## src/logic/aib_tx_cfg.svh

```systemverilog
/* Size constants for the AIB transmit channel.
   Included by the package and by any RTL block that sizes storage or slices words. */
`ifndef AIB_TX_CFG_SVH
`define AIB_TX_CFG_SVH

// Phase-compensation FIFO
`define AIB_TX_FIFO_DEPTH 8   // Entries, power of two

// Datapath widths
`define AIB_TX_WORD_W     78  // Transmit word from the adapter
`define AIB_TX_BEAT_W     40  // Beat toward the AIB io

// In 2:1 mode a word splits into two halves of WORD_W/2 bits,
// each zero-extended to a full beat

`endif
```

## src/logic/aib_tx_pkg.sv

```systemverilog
/* Shared types for the AIB transmit channel: mode encodings, word and beat types,
   and the configuration struct driven by the register block. */
`default_nettype none

`include "aib_tx_cfg.svh"

package aib_tx_pkg;

  // Transmit path selection, 2'b10 is reserved
  typedef enum logic [1:0] {
    FIFO_1TO1 = 2'b00,
    FIFO_2TO1 = 2'b01,
    REG_MODE  = 2'b11
  } tx_fifo_mode_e;

  // Loopback selection
  typedef enum logic [1:0] {
    LPBK_NONE   = 2'b00,
    LPBK_2      = 2'b01,  // rx io bus straight to dout
    LPBK_3_REG  = 2'b10,  // rx register data into reg path
    LPBK_3_FIFO = 2'b11   // rx FIFO data into tx FIFO
  } tx_lpbk_mode_e;

  typedef logic [`AIB_TX_WORD_W-1:0] tx_word_t;
  typedef logic [`AIB_TX_BEAT_W-1:0] tx_beat_t;

  typedef struct packed {
    tx_fifo_mode_e fifo_mode;
    tx_lpbk_mode_e lpbk_mode;
    logic          swap_en;   // 2:1 mode, upper half first
    logic          rd_hold;   // Stall the FIFO read side
    logic [2:0]    rd_delay;  // Extra wait after first fill
  } tx_cfg_t;

endpackage

`default_nettype wire

```

## src/logic/aib_tx_chnl.sv

```systemverilog
/* Top of the AIB adapter transmit channel. Chooses loopback sources, runs the FIFO and
   gearbox or the single register stage, and muxes the selected path onto dout. */
`default_nettype none

module aib_tx_chnl (
  input  logic                  m_ns_fwd_clk,
  input  logic                  rst_n,
  input  logic                  cfg_wr,
  input  logic                  cfg_addr,
  input  logic [7:0]            cfg_wdata,
  input  aib_tx_pkg::tx_word_t  data_in,
  input  logic                  data_valid,
  input  logic [39:0]           din,               // rx io bus, loopback 2
  input  logic [39:0]           rx_reg_dout,       // rx reg data, loopback 3 reg
  input  logic [79:0]           rx_fifo_data_out,  // rx FIFO data, loopback 3 fifo
  output aib_tx_pkg::tx_beat_t  dout,
  output logic                  dout_valid,
  output logic                  fifo_empty,
  output logic                  fifo_full
);

  import aib_tx_pkg::*;

  tx_cfg_t  cfg;
  logic     loopback2;
  logic     loopback3_reg;
  logic     loopback3_fifo;
  tx_word_t fifo_wdata;
  tx_beat_t reg_din;
  tx_beat_t reg_dout;
  logic     reg_valid;
  logic     rd_valid;
  logic     rd_ready;
  tx_word_t rd_data;
  tx_beat_t fifo_beat;
  logic     fifo_beat_valid;

  assign loopback2      = (cfg.lpbk_mode == LPBK_2);
  assign loopback3_reg  = (cfg.lpbk_mode == LPBK_3_REG);
  assign loopback3_fifo = (cfg.lpbk_mode == LPBK_3_FIFO);

  assign fifo_wdata = loopback3_fifo ? tx_word_t'(rx_fifo_data_out[77:0]) : data_in;
  assign reg_din    = loopback3_reg ? rx_reg_dout : data_in[39:0];

  // Register mode stage
  always_ff @(posedge m_ns_fwd_clk) begin
    if (!rst_n) begin
      reg_valid <= 1'b0;
    end else begin
      reg_valid <= data_valid;
    end
  end

  always_ff @(posedge m_ns_fwd_clk) begin
    reg_dout <= reg_din;
  end

  aib_tx_csr i_aib_tx_csr (
    .m_ns_fwd_clk (m_ns_fwd_clk),
    .rst_n        (rst_n),
    .cfg_wr       (cfg_wr),
    .cfg_addr     (cfg_addr),
    .cfg_wdata    (cfg_wdata),
    .cfg          (cfg)
  );

  aib_tx_fifo i_aib_tx_fifo (
    .m_ns_fwd_clk (m_ns_fwd_clk),
    .rst_n        (rst_n),
    .wr_en        (data_valid),
    .wr_data      (fifo_wdata),
    .rd_ready     (rd_ready),
    .rd_delay     (cfg.rd_delay),
    .rd_hold      (cfg.rd_hold),
    .rd_valid     (rd_valid),
    .rd_data      (rd_data),
    .fifo_empty   (fifo_empty),
    .fifo_full    (fifo_full)
  );

  aib_tx_gearbox i_aib_tx_gearbox (
    .m_ns_fwd_clk (m_ns_fwd_clk),
    .rst_n        (rst_n),
    .fifo_mode    (cfg.fifo_mode),
    .swap_en      (cfg.swap_en),
    .rd_valid     (rd_valid),
    .rd_data      (rd_data),
    .rd_ready     (rd_ready),
    .beat         (fifo_beat),
    .beat_valid   (fifo_beat_valid)
  );

  // Output select, loopback 2 bypasses everything
  always_comb begin
    if (loopback2) begin
      dout       = din;
      dout_valid = 1'b0;
    end else if (cfg.fifo_mode == REG_MODE) begin
      dout       = reg_dout;
      dout_valid = reg_valid;
    end else begin
      dout       = fifo_beat;
      dout_valid = fifo_beat_valid;
    end
  end

endmodule

`default_nettype wire

```

## src/logic/aib_tx_gearbox.sv

```systemverilog
/* Splits FIFO words into output beats: one beat per word in 1:1 mode, two in 2:1 mode.
   Beats are registered and leave one cycle after the word is taken. */
`default_nettype none

`include "aib_tx_cfg.svh"

module aib_tx_gearbox (
  input  logic                       m_ns_fwd_clk,
  input  logic                       rst_n,
  input  aib_tx_pkg::tx_fifo_mode_e  fifo_mode,
  input  logic                       swap_en,
  input  logic                       rd_valid,
  input  aib_tx_pkg::tx_word_t       rd_data,
  output logic                       rd_ready,
  output aib_tx_pkg::tx_beat_t       beat,
  output logic                       beat_valid
);

  import aib_tx_pkg::*;

  localparam int HALF_W = `AIB_TX_WORD_W / 2;
  localparam int PAD_W  = `AIB_TX_BEAT_W - HALF_W;

  logic              take;
  logic              phase;       // Second beat of a 2:1 word pending
  logic [HALF_W-1:0] lo_half;
  logic [HALF_W-1:0] hi_half;
  logic [HALF_W-1:0] second_half;

  assign lo_half = rd_data[HALF_W-1:0];
  assign hi_half = rd_data[`AIB_TX_WORD_W-1:HALF_W];

  // Busy only while the held half goes out
  assign rd_ready = !phase;
  assign take     = rd_valid && rd_ready;

  always_ff @(posedge m_ns_fwd_clk) begin
    if (!rst_n) begin
      phase      <= 1'b0;
      beat_valid <= 1'b0;
    end else begin
      beat_valid <= take || phase;
      phase      <= take && (fifo_mode == FIFO_2TO1);
    end
  end

  // Payload path
  always_ff @(posedge m_ns_fwd_clk) begin
    if (phase) begin
      beat <= {{PAD_W{1'b0}}, second_half};
    end else if (take) begin
      if (fifo_mode == FIFO_2TO1) begin
        beat        <= {{PAD_W{1'b0}}, (swap_en ? hi_half : lo_half)};
        second_half <= swap_en ? lo_half : hi_half;
      end else begin
        beat <= rd_data[`AIB_TX_BEAT_W-1:0];  // Low bits only in 1:1
      end
    end
  end

endmodule

`default_nettype wire

```

## src/logic/aib_tx_fifo.sv

```systemverilog
/* Phase-compensation FIFO of the transmit channel. Words are shown first-word-fall-through
   once the read side is armed, rd_delay+1 cycles after the FIFO first holds data. */
`default_nettype none

`include "aib_tx_cfg.svh"

module aib_tx_fifo (
  input  logic                  m_ns_fwd_clk,
  input  logic                  rst_n,
  input  logic                  wr_en,
  input  aib_tx_pkg::tx_word_t  wr_data,
  input  logic                  rd_ready,
  input  logic [2:0]            rd_delay,
  input  logic                  rd_hold,
  output logic                  rd_valid,
  output aib_tx_pkg::tx_word_t  rd_data,
  output logic                  fifo_empty,
  output logic                  fifo_full
);

  import aib_tx_pkg::*;

  localparam int DEPTH = `AIB_TX_FIFO_DEPTH;
  localparam int PTR_W = $clog2(DEPTH);
  localparam int CNT_W = $clog2(DEPTH + 1);

  tx_word_t         mem [DEPTH];
  logic [PTR_W-1:0] wr_ptr;
  logic [PTR_W-1:0] rd_ptr;
  logic [CNT_W-1:0] count;
  logic             push;
  logic             pop;
  logic             armed;     // Read side released
  logic [2:0]       wait_cnt;  // Counts up to rd_delay

  assign fifo_empty = (count == '0);
  assign fifo_full  = (count == CNT_W'(DEPTH));

  assign push     = wr_en && !fifo_full;  // Write while full is lost
  assign rd_valid = armed && !fifo_empty && !rd_hold;
  assign pop      = rd_valid && rd_ready;
  assign rd_data  = mem[rd_ptr];          // Head of queue, no read latency

  always_ff @(posedge m_ns_fwd_clk) begin
    if (push) begin
      mem[wr_ptr] <= wr_data;
    end
  end

  always_ff @(posedge m_ns_fwd_clk) begin
    if (!rst_n) begin
      wr_ptr <= '0;
      rd_ptr <= '0;
      count  <= '0;
    end else begin
      if (push) begin
        wr_ptr <= (wr_ptr == PTR_W'(DEPTH - 1)) ? '0 : wr_ptr + 1'b1;
      end
      if (pop) begin
        rd_ptr <= (rd_ptr == PTR_W'(DEPTH - 1)) ? '0 : rd_ptr + 1'b1;
      end
      case ({push, pop})
        2'b10:   count <= count + 1'b1;
        2'b01:   count <= count - 1'b1;
        default: count <= count;
      endcase
    end
  end

  // Phase compensation: hold the read side off until the write side has a head start
  always_ff @(posedge m_ns_fwd_clk) begin
    if (!rst_n) begin
      armed    <= 1'b0;
      wait_cnt <= '0;
    end else if (!armed) begin
      if (fifo_empty) begin
        wait_cnt <= '0;
      end else if (wait_cnt == rd_delay) begin
        armed    <= 1'b1;
        wait_cnt <= '0;
      end else begin
        wait_cnt <= wait_cnt + 1'b1;
      end
    end else if (fifo_empty) begin
      armed <= 1'b0;  // Drained, restart the wait on next fill
    end
  end

endmodule

`default_nettype wire

```

## src/logic/aib_tx_csr.sv

```systemverilog
/* Configuration registers for the transmit channel, written through a one-cycle
   strobe port. Address 0 carries the mode bits, address 1 the read delay. */
`default_nettype none

module aib_tx_csr (
  input  logic                 m_ns_fwd_clk,
  input  logic                 rst_n,
  input  logic                 cfg_wr,
  input  logic                 cfg_addr,
  input  logic [7:0]           cfg_wdata,
  output aib_tx_pkg::tx_cfg_t  cfg
);

  import aib_tx_pkg::*;

  localparam logic ADDR_MODE  = 1'b0;
  localparam logic ADDR_DELAY = 1'b1;

  // Reserved code 2'b10 falls back to plain 1:1 FIFO mode
  function automatic tx_fifo_mode_e decode_fifo_mode(input logic [1:0] code);
    tx_fifo_mode_e mode;
    case (code)
      2'b01:   mode = FIFO_2TO1;
      2'b11:   mode = REG_MODE;
      default: mode = FIFO_1TO1;
    endcase
    return mode;
  endfunction

  logic wr_mode;
  logic wr_delay;

  assign wr_mode  = cfg_wr && (cfg_addr == ADDR_MODE);
  assign wr_delay = cfg_wr && (cfg_addr == ADDR_DELAY);

  always_ff @(posedge m_ns_fwd_clk) begin
    if (!rst_n) begin
      cfg <= '0;
    end else begin
      if (wr_mode) begin
        cfg.fifo_mode <= decode_fifo_mode(cfg_wdata[1:0]);
        cfg.lpbk_mode <= tx_lpbk_mode_e'(cfg_wdata[3:2]);
        cfg.swap_en   <= cfg_wdata[4];
        cfg.rd_hold   <= cfg_wdata[5];
      end
      if (wr_delay) begin
        cfg.rd_delay <= cfg_wdata[2:0];  // Upper bits ignored
      end
    end
  end

endmodule

`default_nettype wire

```

## config.mk

```make
export PLATFORM = sky130hd
export DESIGN_NAME = aib_tx_chnl
export DESIGN_NICKNAME = d
export VERILOG_FILES = /design/src/logic/aib_tx_pkg.sv /design/src/logic/aib_tx_chnl.sv /design/src/logic/aib_tx_gearbox.sv /design/src/logic/aib_tx_fifo.sv /design/src/logic/aib_tx_csr.sv
export VERILOG_INCLUDE_DIRS = /design/src /design/src/logic
export SDC_FILE = /design/constraint.sdc
export NUM_CORES = 1
export LEC_CHECK = 0
export BUFFER_PORTS_ARGS = -buffer_cell sky130_fd_sc_hd__buf_2
export CORE_AREA = 2 2 224 226
export DETAILED_ROUTE_END_ITERATION = 16
export DIE_AREA = 0 0 226 228
export PLACE_DENSITY = 0.85
export SYNTH_ARGS = -nofsm -noshare
export SYNTH_HDL_FRONTEND = slang
export SYNTH_SLANG_ARGS = --single-unit
```

## constraint.sdc

```tcl
create_clock -name m_ns_fwd_clk -period 24.3 [get_ports m_ns_fwd_clk]
set_clock_uncertainty 0.15 [all_clocks]
set_input_delay 1.215 -clock m_ns_fwd_clk [delete_from_list [all_inputs] [get_ports m_ns_fwd_clk]]
set_output_delay 1.215 -clock m_ns_fwd_clk [all_outputs]
set_load 0.02 [all_outputs]
```

# Yosys cells after proc, flatten, opt, wreduce, memory -nomap -nowiden
# Memories as Yosys holds them, arrays and structs flattened. A register that Yosys moved wholly into a read port is not among the register bits.
# Index checks and enable logic that the tools add are counted.
# classes
bitwise_logic	2
n_reduce_logical	16
eq_ne	13
mux	25
n_addsub	5
# ops
cell	n
2-to-1 mux 40 bit	4
2-to-1 mux 39 bit	4
2-to-1 mux 78 bit	1
2-to-1 mux 3 bit	6
equality test 2 bit (second input constant)	5
adder 3 x 1 -> 3 bit (second input constant)	3
equality test 2 x 1 -> 1 bit (second input constant)	4
2-to-1 mux 1 bit	8
case mux 4 bit (2 select lines)	1
logical AND 1 bit	7
equality test 3 bit (second input constant)	2
adder 4 x 1 -> 4 bit (second input constant)	1
equality test 4 bit (second input constant)	1
zero test 1 bit	4
zero test 4 bit	1
case mux 2 bit (2 select lines)	1
nonzero test 2 bit	2
subtractor 4 x 1 -> 4 bit (second input constant)	1
equality test 3 bit	1
AND reduction 3 bit	1
NOT 1 bit	2
logical OR 1 bit	1
# word_totals
register_bits	145
mem_count	1
word_cells	79
mem_bits_rw	624
# mem_list
name	depth	word_bits	rd	rd_ports_with_merged_regs	wr	line	text
i_aib_tx_fifo.mem	8	78	1	1	1	aib_tx_fifo.sv:27	tx_word_t mem [DEPTH];

# Longest topological paths before layout
# Gate-level depths: netlist (run 1).
# logic_depth
ltp_word	7
ltp_mapped	11
depth_no_buf	10

# Cells and area by module
# A second synthesis (run 1) with hierarchy kept.
# hier_totals
hier_cells	1678
area_unflattened_um2	31943.1
# by_module_without_submodules
module	seq_area_each_um2	n_inst	area_per_inst_um2	cells_per_inst
aib_tx_fifo	19078.3	1	24339.6	1005
aib_tx_gearbox	2402.3	1	3699.8	269
aib_tx_chnl	820.8	1	3539.6	370
aib_tx_csr	180.2	1	364.1	34

# Least setup slack after synthesis (run 1)
# No wires, ideal clock.
# synth_timing
path_type	input-to-reg
from	in data_valid
to	mem i_aib_tx_fifo.mem[0][0] (netlist bit) (enable)
arrival_ps	9017
t_required_ps	23444
setup_slack_ps	14427
n_path_buf	1
path_stages	3
setup_ps	706
cell_sequence	a21bo_2 clkbuf_1 nor4_1
# synth_via
elab_chain_cells	3
# synth_lines
element	line	text
start, declared	aib_tx_chnl.sv:12	input logic data_valid,
logical AND 1 bit	aib_tx_fifo.sv:39	assign push = wr_en && !fifo_full;
2-to-1 mux 1 bit	aib_tx_fifo.sv:45	if (push) begin
2-to-1 mux 1 bit (not written as such)	aib_tx_fifo.sv:46	mem[wr_ptr] <= wr_data;
end, declared	aib_tx_fifo.sv:27	
# No other way between the ends.

# Worst setup path after layout (run 1)
# layout_timing
from	reg, netlist name i_aib_tx_csr.cfg[5]
to	out dout[17]
# layout_via
elab_chain_cells	2
# layout_lines
element	line	text
equality test 2 x 1 -> 1 bit	aib_tx_chnl.sv:38	assign loopback2 = (cfg.lpbk_mode == LPBK_2);
2-to-1 mux 40 bit	aib_tx_chnl.sv:95	if (loopback2) begin
end, declared	aib_tx_chnl.sv:16	output aib_tx_pkg::tx_beat_t dout,
# No other way between the ends.

==> reports/results.txt, run 1 <==
The share of the core filled with cells in the final layout is 0.7252. For the worst flop-to-flop path, the logic depth is 6. The portion of synthesized cell area occupied by the leading cell type was 0.6767; the worst-case register-to-register setup slack was 20.13 ns. The longest clock path from root to sink contains 3 buffers. Synthesis produced a netlist whose cell count is 1,662.

Die width: 226 µm. 294 I/O pins were placed. The tools report the end of the worst hold path as i_aib_tx_csr.cfg[0]. Kind of end point of the critical path: an output pin. The final number of hold-violating endpoints is 0. Entering global routing, the biggest net connects 80 pins. The number of hold buffers added after CTS was 0; the H-tree level count was 3. After routing, the total negative slack on setup checks comes to 0 ns. The number of inserted diodes was 0.

The total power per unit cell area was 82.84 nW/µm²; the time the final worst path needs with I/O delays and setup was 4.196 ns. The number of placed instances, taps included, is 2,550. The total area inside the core boundary comes to 49,350 µm². The worst hold path class was register to register. The post-route worst hold slack is 0.3309 ns.

The worst-case IR drop observed on VDD is 0.05898 mV. The number of clock sinks seen by CTS was 772; the sequential power share was 0.513. After clock tree synthesis, the clock-pin slew on the worst setup and hold paths is 0.06 ns.

The worst setup path is launched from a register. Counting the buffers created by CTS gives 76. The clock share of power was 0.401.

Cell accounting for the most synthesized area: edfxtp_1. After detailed routing, the average wire length per cell comes to 27.31 µm. For the max-slew violation total from the final report, the log shows 0.

At the end of routability-driven placement, the weighted congestion stood at 0.7548. Across the run, the number of max-cap violations was 0. The tools report the first-pass detailed-route iteration total as 5. In this run the remaining antenna-violating nets after routing total 0. The worst hold path depth came out at 2.

The quantity of I/O buffers inserted on ports is 289, and the switching power is 0.6521 mW. The logs give 31,150 µm² for the synthesized area and 2,215 for the post-layout net count. The die is 228 µm tall. The endpoint of the lowest-slack register-to-register path was i_aib_tx_gearbox.beat[0]. The startpoint identified for the worst hold timing path is i_aib_tx_csr.cfg[0]. The cell sitting at the root of the clock tree is a clkbuf_16.

The fraction of layout instances using a drive strength above 1 came out at 0.3841. The tools report the final worst-path setup slack as 20.10 ns. The quantity of gates resized following cts was 0. Global routing finished with a remaining overflow of 0.

For this run, design rule violations remaining after detail routing come to 0. For this block, the initial DRC count from the detailed router was 2,001. Row generation in the floorplan step produced 82 rows.

The global-route wire length before repair is 109.2 mm, and the number of nets in the synthesized netlist is 1,921. Setup repair after global routing left no endpoint under its margin. The via count normalized by instance count is 6.426, and the worst-skew pair later-pin latency is 0.60 ns.

The switching part of the total power is 0.2199, and the endpoint arrival time on the critical path is 2.83 ns. The start-to-end type of the worst setup path was register to output pin. OpenSTA, run right after detailed placement, puts the worst setup slack at 20.02 ns. The transition time at the pin with the least slew margin is 1.262 ns. The tools report the initial antenna violation count as 2. The combinational share of power came out at 0.086.

The wire-length estimate of the detail-placed layout is 37.23 mm. The internal power of the cells totals 2.313 mW. After the flow finishes, the layout carries non-filler instances totaling 2,687.

Effective utilization at floorplan: 0.6313. The tools report the leakage power of the design as 12.06 nW. The worst slew slack as a fraction of its limit is 0.1584.

For this block, the via count after detailed routing is 17,270. The global-route usage over all layers was 0.2911; the sequential fraction of the synthesis area was 0.7217. Sorting the synthesized cells by area gives the leading types as edfxtp_1 (68%), mux4_2 (11%), mux2_2 (5.7%), dfxtp_1 (4.5%), mux2i_1 (2.9%). TritonCTS built the clock tree. Buffers added to address setup during post-CTS repair amount to 0. Relative to the synthesized area, the layout overhead comes to 14.88%.

The final worst-path cycle share was 0.1727; the largest fanout on the critical path was 50. Static timing analysis puts the maximum clock frequency at 238.3 MHz. For the worst setup path, the data required time is 22.93 ns. The die outline area was 51,530 µm². The logs give 17,770 for the via count of the first global-routing pass and 73.39 mm for the total detailed-routing wirelength. During synthesis, Yosys emitted a total of 0 warnings. The synthesis-stage register bit count is 772.

Setup violations remaining at the end of the flow were counted as 0. The netlist uses 40 different library cells. The average footprint of a synthesized cell is 18.74 µm². The flow ran to the end, and the final reports show no timing, DRC or antenna violations.
layout by cell type, fill, tap and decap left out, types with 50 or more instances in the layout:
cell       count
edfxtp_1     702
buf_2        289
mux2_2       159
mux4_2       156
nand2_1      130
mux2i_1       89
clkbuf_16     77
dfxtp_1       65
nor2_1        53
a21oi_1       50
through the flow:
step / total power [mW] / area [µm²]
after floorplan: 1.719 / 31150
after global placement: 1.782 / 33280
after detailed placement: 1.795 / 33280
after CTS: 2.977 / 35790
after global routing: 3.045 / 35790
final: 2.965 / 35790
flip-flops by register name, summed over array words and instances (netlist names), 3 cells and up, named ones only:
register and count:
i_aib_tx_fifo.mem 624, i_aib_tx_gearbox.beat 40, reg_dout 40, i_aib_tx_gearbox.second_half 39, i_aib_tx_csr.cfg 9, i_aib_tx_fifo.count 4
i_aib_tx_fifo.rd_ptr 3, i_aib_tx_fifo.wait_cnt 3, i_aib_tx_fifo.wr_ptr 3
logic make-up after synthesis:
family | synth area share
flops | 0.7217
mux | 0.1989
simple gates | 0.03165
compound gates | 0.02707
buf+inv | 0.01586
fa+ha+maj | 0.003213
xor+xnor | 0.001687
cell type report:
class                   instances  area, µm²
fillers                      2750      13560
clock buffers                  99       2079
well taps                     672      840.8
clock inverters                38      426.7
inverters                       5      18.77
flip-flops and latches        772      22500
repair buffers                317       1657
multi-input cells             784       8265
synth_stat cells:
cell and count:
a222oi_1 1, buf_1 27, nor3b_1 1, nand3_1 5, nor3_1 7, a21bo_2 1, nor2b_1 6, o311ai_1 37
and3b_1 2, and3_1 1, or4b_2 1, a31oi_1 2, o311ai_0 1, o31ai_1 1, a21oi_1 50, nor4_1 1
dfxtp_1 70, nand2b_1 4, buf_2 10, nand3b_1 2, or4_1 1, inv_1 4, clkbuf_1 46, nor2_1 56
clkbuf_2 1, buf_6 5, edfxtp_1 702, mux2i_1 89, nor4b_4 1, or3_1 3, mux4_2 156, buf_4 12
or3b_2 3, ha_1 8, and2_1 3, nand2_1 132, mux2_2 159, o21ai_0 44, xor2_1 6, inv_2 1
routing by layer:
metal | up-vias | routed length, µm | track usage
met2 | 1150 | 37450 | 0.4868
met5 | - | 16 | 0
met3 | 193 | 6895 | 0.04637
met4 | 2 | 2731 | 0.1240
met1 | 8663 | 26300 | 0.3838
li1 | 7258 | - | -
power groups by stage:
stage / registers, mW / logic, mW / clock network (mW)
after floorplan: 1.54 / 0.181 / 0
after global placement: 1.54 / 0.238 / 0
after detailed placement: 1.55 / 0.247 / 0
after CTS: 1.52 / 0.255 / 1.20
after global routing: 1.52 / 0.273 / 1.25
final: 1.52 / 0.254 / 1.19
worst max-delay path, stage by stage, from the launching register on:
cell	delay, ns
dfxtp_1	0.49
nor2b_4	0.69
buf_4	0.57
nand2_1	0.12
o21ai_0	0.11
buf_2	0.20
worst max path at each step:
| stage | depth (start not counted) | start | end |
|---|---|---|---|
| after floorplan | 3 | data_valid | i_aib_tx_fifo.mem[0][0] |
| after global placement | 6 | register | i_aib_tx_gearbox.beat[0] |
| after detailed placement | 6 | register | i_aib_tx_gearbox.beat[0] |
| after CTS | 6 | register | i_aib_tx_gearbox.beat[0] |
| after global routing | 6 | register | i_aib_tx_gearbox.beat[0] |
| final | 5 | i_aib_tx_csr.cfg[5] | dout[17] |
No activity file was read; power rests on OpenSTA's default activity.
==> inputs of run 2 (changes only) <==
--- a/config.mk
+++ b/config.mk
@@ -7,10 +7,10 @@
 export NUM_CORES = 1
 export LEC_CHECK = 0
 export BUFFER_PORTS_ARGS = -buffer_cell sky130_fd_sc_hd__buf_2
-export CORE_AREA = 2 2 224 226
+export CORE_AREA = 2 2 246 248
 export DETAILED_ROUTE_END_ITERATION = 16
-export DIE_AREA = 0 0 226 228
-export PLACE_DENSITY = 0.85
+export DIE_AREA = 0 0 248 250
+export PLACE_DENSITY = 0.75
 export SYNTH_ARGS = -nofsm -noshare
 export SYNTH_HDL_FRONTEND = slang
 export SYNTH_SLANG_ARGS = --single-unit
==> constraint.sdc (replaced) <==
create_clock -name m_ns_fwd_clk -period 3.45 [get_ports m_ns_fwd_clk]
set_clock_uncertainty 0.15 [all_clocks]
set_input_delay 0.1725 -clock m_ns_fwd_clk [delete_from_list [all_inputs] [get_ports m_ns_fwd_clk]]
set_output_delay 0.1725 -clock m_ns_fwd_clk [all_outputs]
set_load 0.02 [all_outputs]
==> run 2 against run 1 <==
Net effect: sequential power rose to 7.0 times the previous value; wire length decreased by 1.4%; largest cell class unchanged; clock power grew to 7.3 times the previous value; combinational power grew to 8.2 times the previous value; non-clock buffer count rose by 272; cell count grew 14%; sequential cell count is the same.
==> reports/results.txt, run 2 (synthesized netlist as in run 1, its figures left out) <==
In the layout the commonest cells are edfxtp_1 (702), buf_2 (289), dlygate4sd3_1 (256). The final number of hold-violating endpoints was 0; the number of inserted diodes was 0. In this run the tool buffered the top-level ports with 289 buffer cells.

The placed instances occupy a cell area of 33,860 µm². H-tree level count: 3. The final routed wire length divided by cell count came out at 23.55 µm.

The cell class contributing the biggest share of worst-path delay is simple AND/OR/NAND/NOR gates. In the final layout, the registers with the most flip-flops are i_aib_tx_fifo.mem (624), i_aib_tx_gearbox.beat (40), reg_dout (40). The design draws 21.44 mW. For the worst slew slack as a fraction of its limit, the log shows 0.2631. Summed over all cells, the static leakage comes to 13.33 nW. The time the final worst path needs with I/O delays and setup is 2.964 ns, and the post-route standard cell area excluding fillers is 39,080 µm². Walking the worst path, the cells encountered are or4_1 -> inv_2 -> nor4b_4 -> ha_1 -> xor2_1 -> ha_1 -> a21oi_1 -> xor2_1 -> or3_1 -> a21oi_1. The critical path data required time was 3.82 ns.

After the first detailed-routing iteration, the DRC count stood at 1,715. The effective utilization at floorplan was 0.5230. At the end of routability-driven placement, the weighted congestion stood at 0.7670. The tightest min-delay check is of the input pin to register type. The slowest library cell on the worst path is nor4b_4. The run finished with clean final reports. Detailed placement finished with a half-perimeter wire length of 38.01 mm.

Number of flip-flops under the largest register name: 624. Counting the fill cells in the layout gives 3,788. Max-cap violations in this run came to 0. Across the VDD grid, the largest voltage drop is 0.3506 mV. The die width was 248 µm; the number of buffers created by CTS was 78.

The global-route wire length before repair is 109.3 mm. Largest fanout on the critical path: 8. For this run, design rule violations remaining after detail routing come to 0. Entering global routing, the biggest net connects 79 pins.

The tools report the first-pass detailed-route iteration total as 5. The leading cell type in the layout, fill and taps excluded was edfxtp_1. The max-slew violation total from the final report was 0; the number of setup violations in the final report was 0. The floorplan step defined a die boundary enclosing 62,000 µm². The combined buffer and inverter count along the critical path was 1.

The tools report the kind of launch point of the worst setup path as a register. On the worst path, the slowest cell contributes a delay of 0.49 ns. Register name with the most flops: i_aib_tx_fifo.mem. The logs give 0.2365 for the global-route usage over all layers and 3.33 ns for the endpoint arrival time on the critical path. In this run the power density over the cells is 548.8 nW/µm². Summed over all layers, the routed wires come to 72.38 mm.

The post-layout net count is 2,489, and the via count of the first global-routing pass is 18,440. The via count normalized by instance count came out at 5.775. The die is 250 µm tall. The relative area change from synthesis to final layout is 25.44%. The routed layout has 17,750 vias. The total area inside the core boundary comes to 59,570 µm².

For this run, the top clock speed supported by timing is 337.4 MHz. 294 I/O pins were placed. In this run the remaining antenna-violating nets after routing total 0. The final worst-path cycle share is 0.8591. The buffer levels on the longest clock path came out at 3. The setup path with the least slack is of type register to register. The floorplan has 90 rows. The later pin in the worst-skew pair is clocked with a latency of 0.62 ns. The remaining global-route overflow was 0.

The tools report the kind of end point of the critical path as a register. TritonCTS built the clock tree. Setup repair after global routing left no endpoint under its margin. Clock-pin slew of the registers on the worst-case setup and hold paths: 0.06 ns.

For the final routed database, the setup TNS stands at 0 ns. CTS placed an instance of clkbuf_16 at the clock tree root. The number of clock sinks seen by CTS was 772.

The fraction of layout instances using a drive strength above 1 is 0.3473. The initial antenna violation count is 0, and the transition time at the pin with the least slew margin is 1.105 ns.
-- run 2: area by class of cell --
cell class | instances | area [µm²] | area share
clock buffer | 111 | 2200 | 0.05629
sequential | 772 | 22500 | 0.5759
inverter | 5 | 18.77 | 0.0004803
multi-input combinational | 784 | 8305 | 0.2125
timing repair buffer | 589 | 4614 | 0.1181
clock inverter | 31 | 456.7 | 0.01169
tap | 782 | 978.4 | 0.02504
-- run 2: path summary, 6_finish.rpt --
check | startpoint | end | slack (ns) | depth (start not counted)
setup / recovery | i_aib_tx_fifo.count[2] | i_aib_tx_fifo.count[2] | 0.49 | 10
hold / removal | data_in[36] | reg_dout[36] | 0.16 | 3
hold reg to reg | i_aib_tx_csr.cfg[2] | i_aib_tx_csr.cfg[2] | 0.35 | 2
setup reg to reg | i_aib_tx_fifo.count[2] | i_aib_tx_fifo.count[2] | 0.49 | 10
-- run 2: through the flow --
step	cells	hold slack, ns	worst slack (ns)	utilization
2_1_floorplan	1662	0.1442	-0.4898	-
3_3_place_gp	2676	0.2508	0.7376	0.5684
3_5_place_dp	2676	0.2529	0.5655	0.5684
4_1_cts	3074	0.1383	0.5454	0.6560
5_1_grt	3074	0.1589	0.3616	0.6560
6_report	3074	0.1645	0.4860	0.6560
-- run 2: what timing repair did --
action	4_1_cts	5_1_grt
gates resized for setup	0	0
hold buffers	256	0
hold endpoints to repair	676	0
buffers inserted	0	0
-- run 2: routing by layer --
layer | GRT usage | up-vias | share of wire
met5 | 0 | - | 0
met4 | 0.07511 | 0 | 0.026
met3 | 0.03280 | 146 | 0.071
met2 | 0.4072 | 783 | 0.52
met1 | 0.3119 | 9006 | 0.39
li1 | - | 7817 | -
-- run 2: power by group --
| group | total [mW] | internal (mW) | switching (mW) |
|---|---|---|---|
| Clock | 8.66 | 5.22 | 3.44 |
| Sequential | 10.7 | 10.6 | 0.147 |
| Combinational | 2.08 | 1.07 | 1.01 |
-- run 2: worst min-delay path, stage by stage --
cell and delay (ns):
buf_2 0.08, mux2_2 0.13, dlygate4sd3_1 0.52
==> inputs of run 3 (changes only) <==
--- a/config.mk
+++ b/config.mk
@@ -7,10 +7,11 @@
 export NUM_CORES = 1
 export LEC_CHECK = 0
 export BUFFER_PORTS_ARGS = -buffer_cell sky130_fd_sc_hd__buf_2
-export CORE_AREA = 2 2 246 248
+export CORE_AREA = 2 2 247 249
 export DETAILED_ROUTE_END_ITERATION = 16
-export DIE_AREA = 0 0 248 250
-export PLACE_DENSITY = 0.75
+export DIE_AREA = 0 0 249 251
+export PLACE_DENSITY = 0.76
 export SYNTH_ARGS = -nofsm -noshare
 export SYNTH_HDL_FRONTEND = slang
+export SYNTH_HIERARCHICAL = 1
 export SYNTH_SLANG_ARGS = --single-unit
==> run 3 against run 2 <==
Net effect: sequential share of layout area shrank 0.61 points; critical path depth shrank 6; die area grew 0.80%; setup slack lost 0.18 ns; global-route usage grew 1.1 points; area after synthesis grew 2.5%; fmax shrank 5.9%; count of clock-buffer cells in the layout is the same; wire length grew 6.4%; register-to-register slack lost 0.18 ns; first-iteration DRC count grew 3.8%; largest cell class unchanged.
==> reports/results.txt, run 3 <==
The run finished with clean final reports. Kind of launch point of the worst setup path: a register. Entering global routing, the biggest net connects 79 pins.

Measured along the x axis, the die boundary spans 249 µm. The H-tree level count was 3. From bottom edge to top edge, the die measures 251 µm. The worst hold path terminates at reg_dout[28]. Quantity of I/O buffers inserted on ports: 289. The endpoint of the lowest-slack register-to-register path is i_aib_tx_fifo/mem[0][9]. The global placement routability congestion came out at 0.7908.

Buffers inserted during clock tree synthesis total 75. Leaving out fill and tap cells, the most frequent cell in the layout is edfxtp_1. The run gives 18,510 as the number of vias in the routed layout.

The remaining global-route overflow is 0, and the max-slew violation total from the final report is 0. The global-route wire length before repair was 116.0 mm. The tools report the total of max-cap violations as 0. Before antenna repair, the detailed router went through 7 iterations. For the worst slew slack as a fraction of its limit, the log shows 0.4128. In the layout the commonest cells are edfxtp_1 (702), buf_2 (289), dlygate4sd3_1 (257). The die outline area is 62,500 µm², and the post-detailed-route count of antenna-violating nets is 0. Kind of end point of the critical path: a register.

A synthesized cell averages 19.04 µm². The DRC violations left is 0, and the length in cells of the worst reg-to-reg path is 4. edfxtp_1 is the most common cell in the netlist.

The register name with the most flops was i_aib_tx_fifo/mem. The HPWL after detailed placement is 41.82 mm. Post-CTS repair changed the size of 0 cells. Along the worst hold path, the cell count comes to 3. The number of flip-flops under the largest register name was 624; the final number of hold-violating endpoints was 0. The transition time at the pin with the least slew margin was 0.8801 ns; the leakage power of the design was 13.36 nW. The final routed wire length divided by cell count was 24.97 µm.

The worst setup path is of the register to register kind. The endpoint arrival time on the critical path is 3.30 ns. 294 I/O pins were placed. The fraction of layout instances using a drive strength above 1 came out at 0.3994. The synthesized-area fraction occupied by xor and xnor cells works out to 0.001645. By area the synthesized netlist is led by edfxtp_1 (66%), mux4_2 (11%), mux2_2 (8.3%), dfxtp_1 (4.4%), a21bo_2 (1.3%). Via count normalized by instance count: 6.004.

Buffers inserted to repair hold after CTS numbered 257. The run gives 3,083 as the number of standard cells in the final layout excluding fillers. For the critical path data required time, the log shows 3.60 ns. TritonCTS built the clock tree. The number of distinct library cells after synthesis came out at 45. The dominant combinational cell family by area after synthesis was multiplexers. Wires add up to 76.98 mm. The logs give 0.62 ns for the worst-skew pair later-pin latency and 317.6 MHz for the top achievable clock speed. The repair_antennas step left the layout with diodes totalling 0. The number of violations reported at the end of detailed-routing iteration 0 was 1,781. The tools report the number of setup violations in the final report as 0.

Once the clock tree was built, the setup fixing pass inserted 0 buffers. Synthesis produced 1,678 cells. The buffer levels on the longest clock path was 3. The worst hold path begins at data_in[28]. The synthesized area is 31,940 µm². Total power per unit cell area: 533.5 nW/µm². The effective utilization at floorplan came out at 0.5342. Row generation in the floorplan step produced 90 rows. Relative to the synthesized area, the layout overhead comes to 23.67%.

For the post-placement worst setup slack, the log shows 0.7374 ns. The logs give 0.2480 for the global-route usage over all layers and 0.6607 for the share of the core filled with cells in the final layout. The adder and majority cell fraction of the synthesized area was 0.003134; the portion of synthesized cell area occupied by the leading cell type was 0.6599. Setup repair after global routing left no endpoint under its margin.

The fraction of synthesis flops using an asynchronous set or reset pin is 0. The worst-case register-to-register setup slack is 0.30 ns. The largest registers in the layout are i_aib_tx_fifo/mem (624), i_aib_tx_gearbox/beat (40), reg_dout (40). The run gives 19,130 as the via count of the first global-routing pass. The biggest area contributor in the post-synthesis netlist is edfxtp_1. For this run, the number of Yosys warnings is 6.

Synthesis produced a netlist with a net count of 1,937. The mux cell area share after synthesis was 0.1957. The number of enable flip-flop cells after synthesis was 702; the peak supply drop was 0.3501 mV. The post-layout net count was 2,500; the synthesis-stage register bit count was 772.

The final worst-path cycle share was 0.9126; the clock-pin slew of the registers on the worst-case setup and hold paths was 0.06 ns. The number of clock sinks seen by CTS is 772, and the standard cell core area is 59,790 µm². The area share of and/or/nand/nor cells after synthesis was 0.03376; the sequential fraction of the synthesis area was 0.7038. The commonest cells after synthesis are edfxtp_1 (702), mux2_2 (235), mux4_2 (156). The worst path in the final design needs a cycle of 3.149 ns, including I/O delays and setup. The buffer cell driving the clock tree root was clkbuf_16. For this run, the leading register cell type out of synthesis is edfxtp_1. The aggregate negative setup slack is 0 ns. The tightest min-delay check is of the input pin to register type.

The share of the synthesized area in compound gates (AO/OA/AOI/OAI) is 0.04238. Final worst-path setup slack: 0.3014 ns. Origin of the critical flop-to-flop path: i_aib_tx_csr/cfg[5].

Counting tap cells, the placed design contains a total of 2,689 instances. The initial antenna violation count is 0. The tools report the overall power of the completed layout as 21.08 mW. Along the worst path, the maximum fanout reaches 43.
==> run 3: cell count changes after synthesis, moves of 40 or more <==
cell	change
nor3b_1	+43
nor2_1	-50
mux2i_1	-80
nand3_1	+42
a31oi_1	+40
mux2_2	+76
nand2_1	-77
==> run 3: how the worst max path moves through the flow <==
stage	startpoint	endpoint	slack [ns]	depth (start not counted)
after floorplan	i_aib_tx_fifo/count[1]	i_aib_tx_fifo/mem[2][0]	-0.99	5
after global placement	i_aib_tx_fifo/count[0]	i_aib_tx_fifo/count[2]	0.70	11
after detailed placement	i_aib_tx_fifo/count[0]	i_aib_tx_fifo/count[2]	0.74	11
after CTS	i_aib_tx_csr/cfg[5]	i_aib_tx_fifo/mem[5][48]	0.35	4
after global routing	i_aib_tx_csr/cfg[5]	i_aib_tx_fifo/mem[3][48]	0.21	4
final	i_aib_tx_csr/cfg[5]	i_aib_tx_fifo/mem[0][9]	0.30	4
==> run 3: per-stage QoR <==
stage | cell area (µm²) | hold slack [ns]
floorplan | 32030 | 0.1442
global placement | 34480 | 0.2499
detailed placement | 34480 | 0.2505
CTS | 39510 | 0.1572
global route | 39510 | 0.1879
finish | 39510 | 0.1761
==> run 3: cell families after synthesis <==
family	Yosys count
xor+xnor	6
mux	400
fa+ha+maj	8
simple gates	194
flops	772
buf+inv	116
compound gates	182
==> run 3: where the power goes <==
group / internal, mW / switching [mW] / total [mW]
Combinational: 1.21 / 1.11 / 2.32
Sequential: 10.6 / 0.138 / 10.7
Clock: 4.70 / 3.35 / 8.06
==> run 3: layout make-up <==
type | count | area (µm²)
multi-input cells | 790 | 8941
flip-flops and latches | 772 | 22510
fillers | 3771 | 20290
repair buffers | 599 | 4617
well taps | 782 | 978.4
inverters | 3 | 11.26
clock buffers | 111 | 2227
clock inverters | 26 | 221.5
==> run 3: per-layer routing <==
metal  wire (µm)  vias up  track usage
met3        6044      150      0.03976
met5           0        -            0
met2       38130      929       0.4130
li1            -     7968            -
met1       30080     9463       0.3300
met4        2725        0       0.1010
==> run 3: worst max-delay path, stage by stage, from the launching register on <==
cell	delay, ns
dfxtp_2	0.62
nand2_4	0.59
buf_4	0.43
mux2_2	0.33
dlygate4sd3_1	0.71
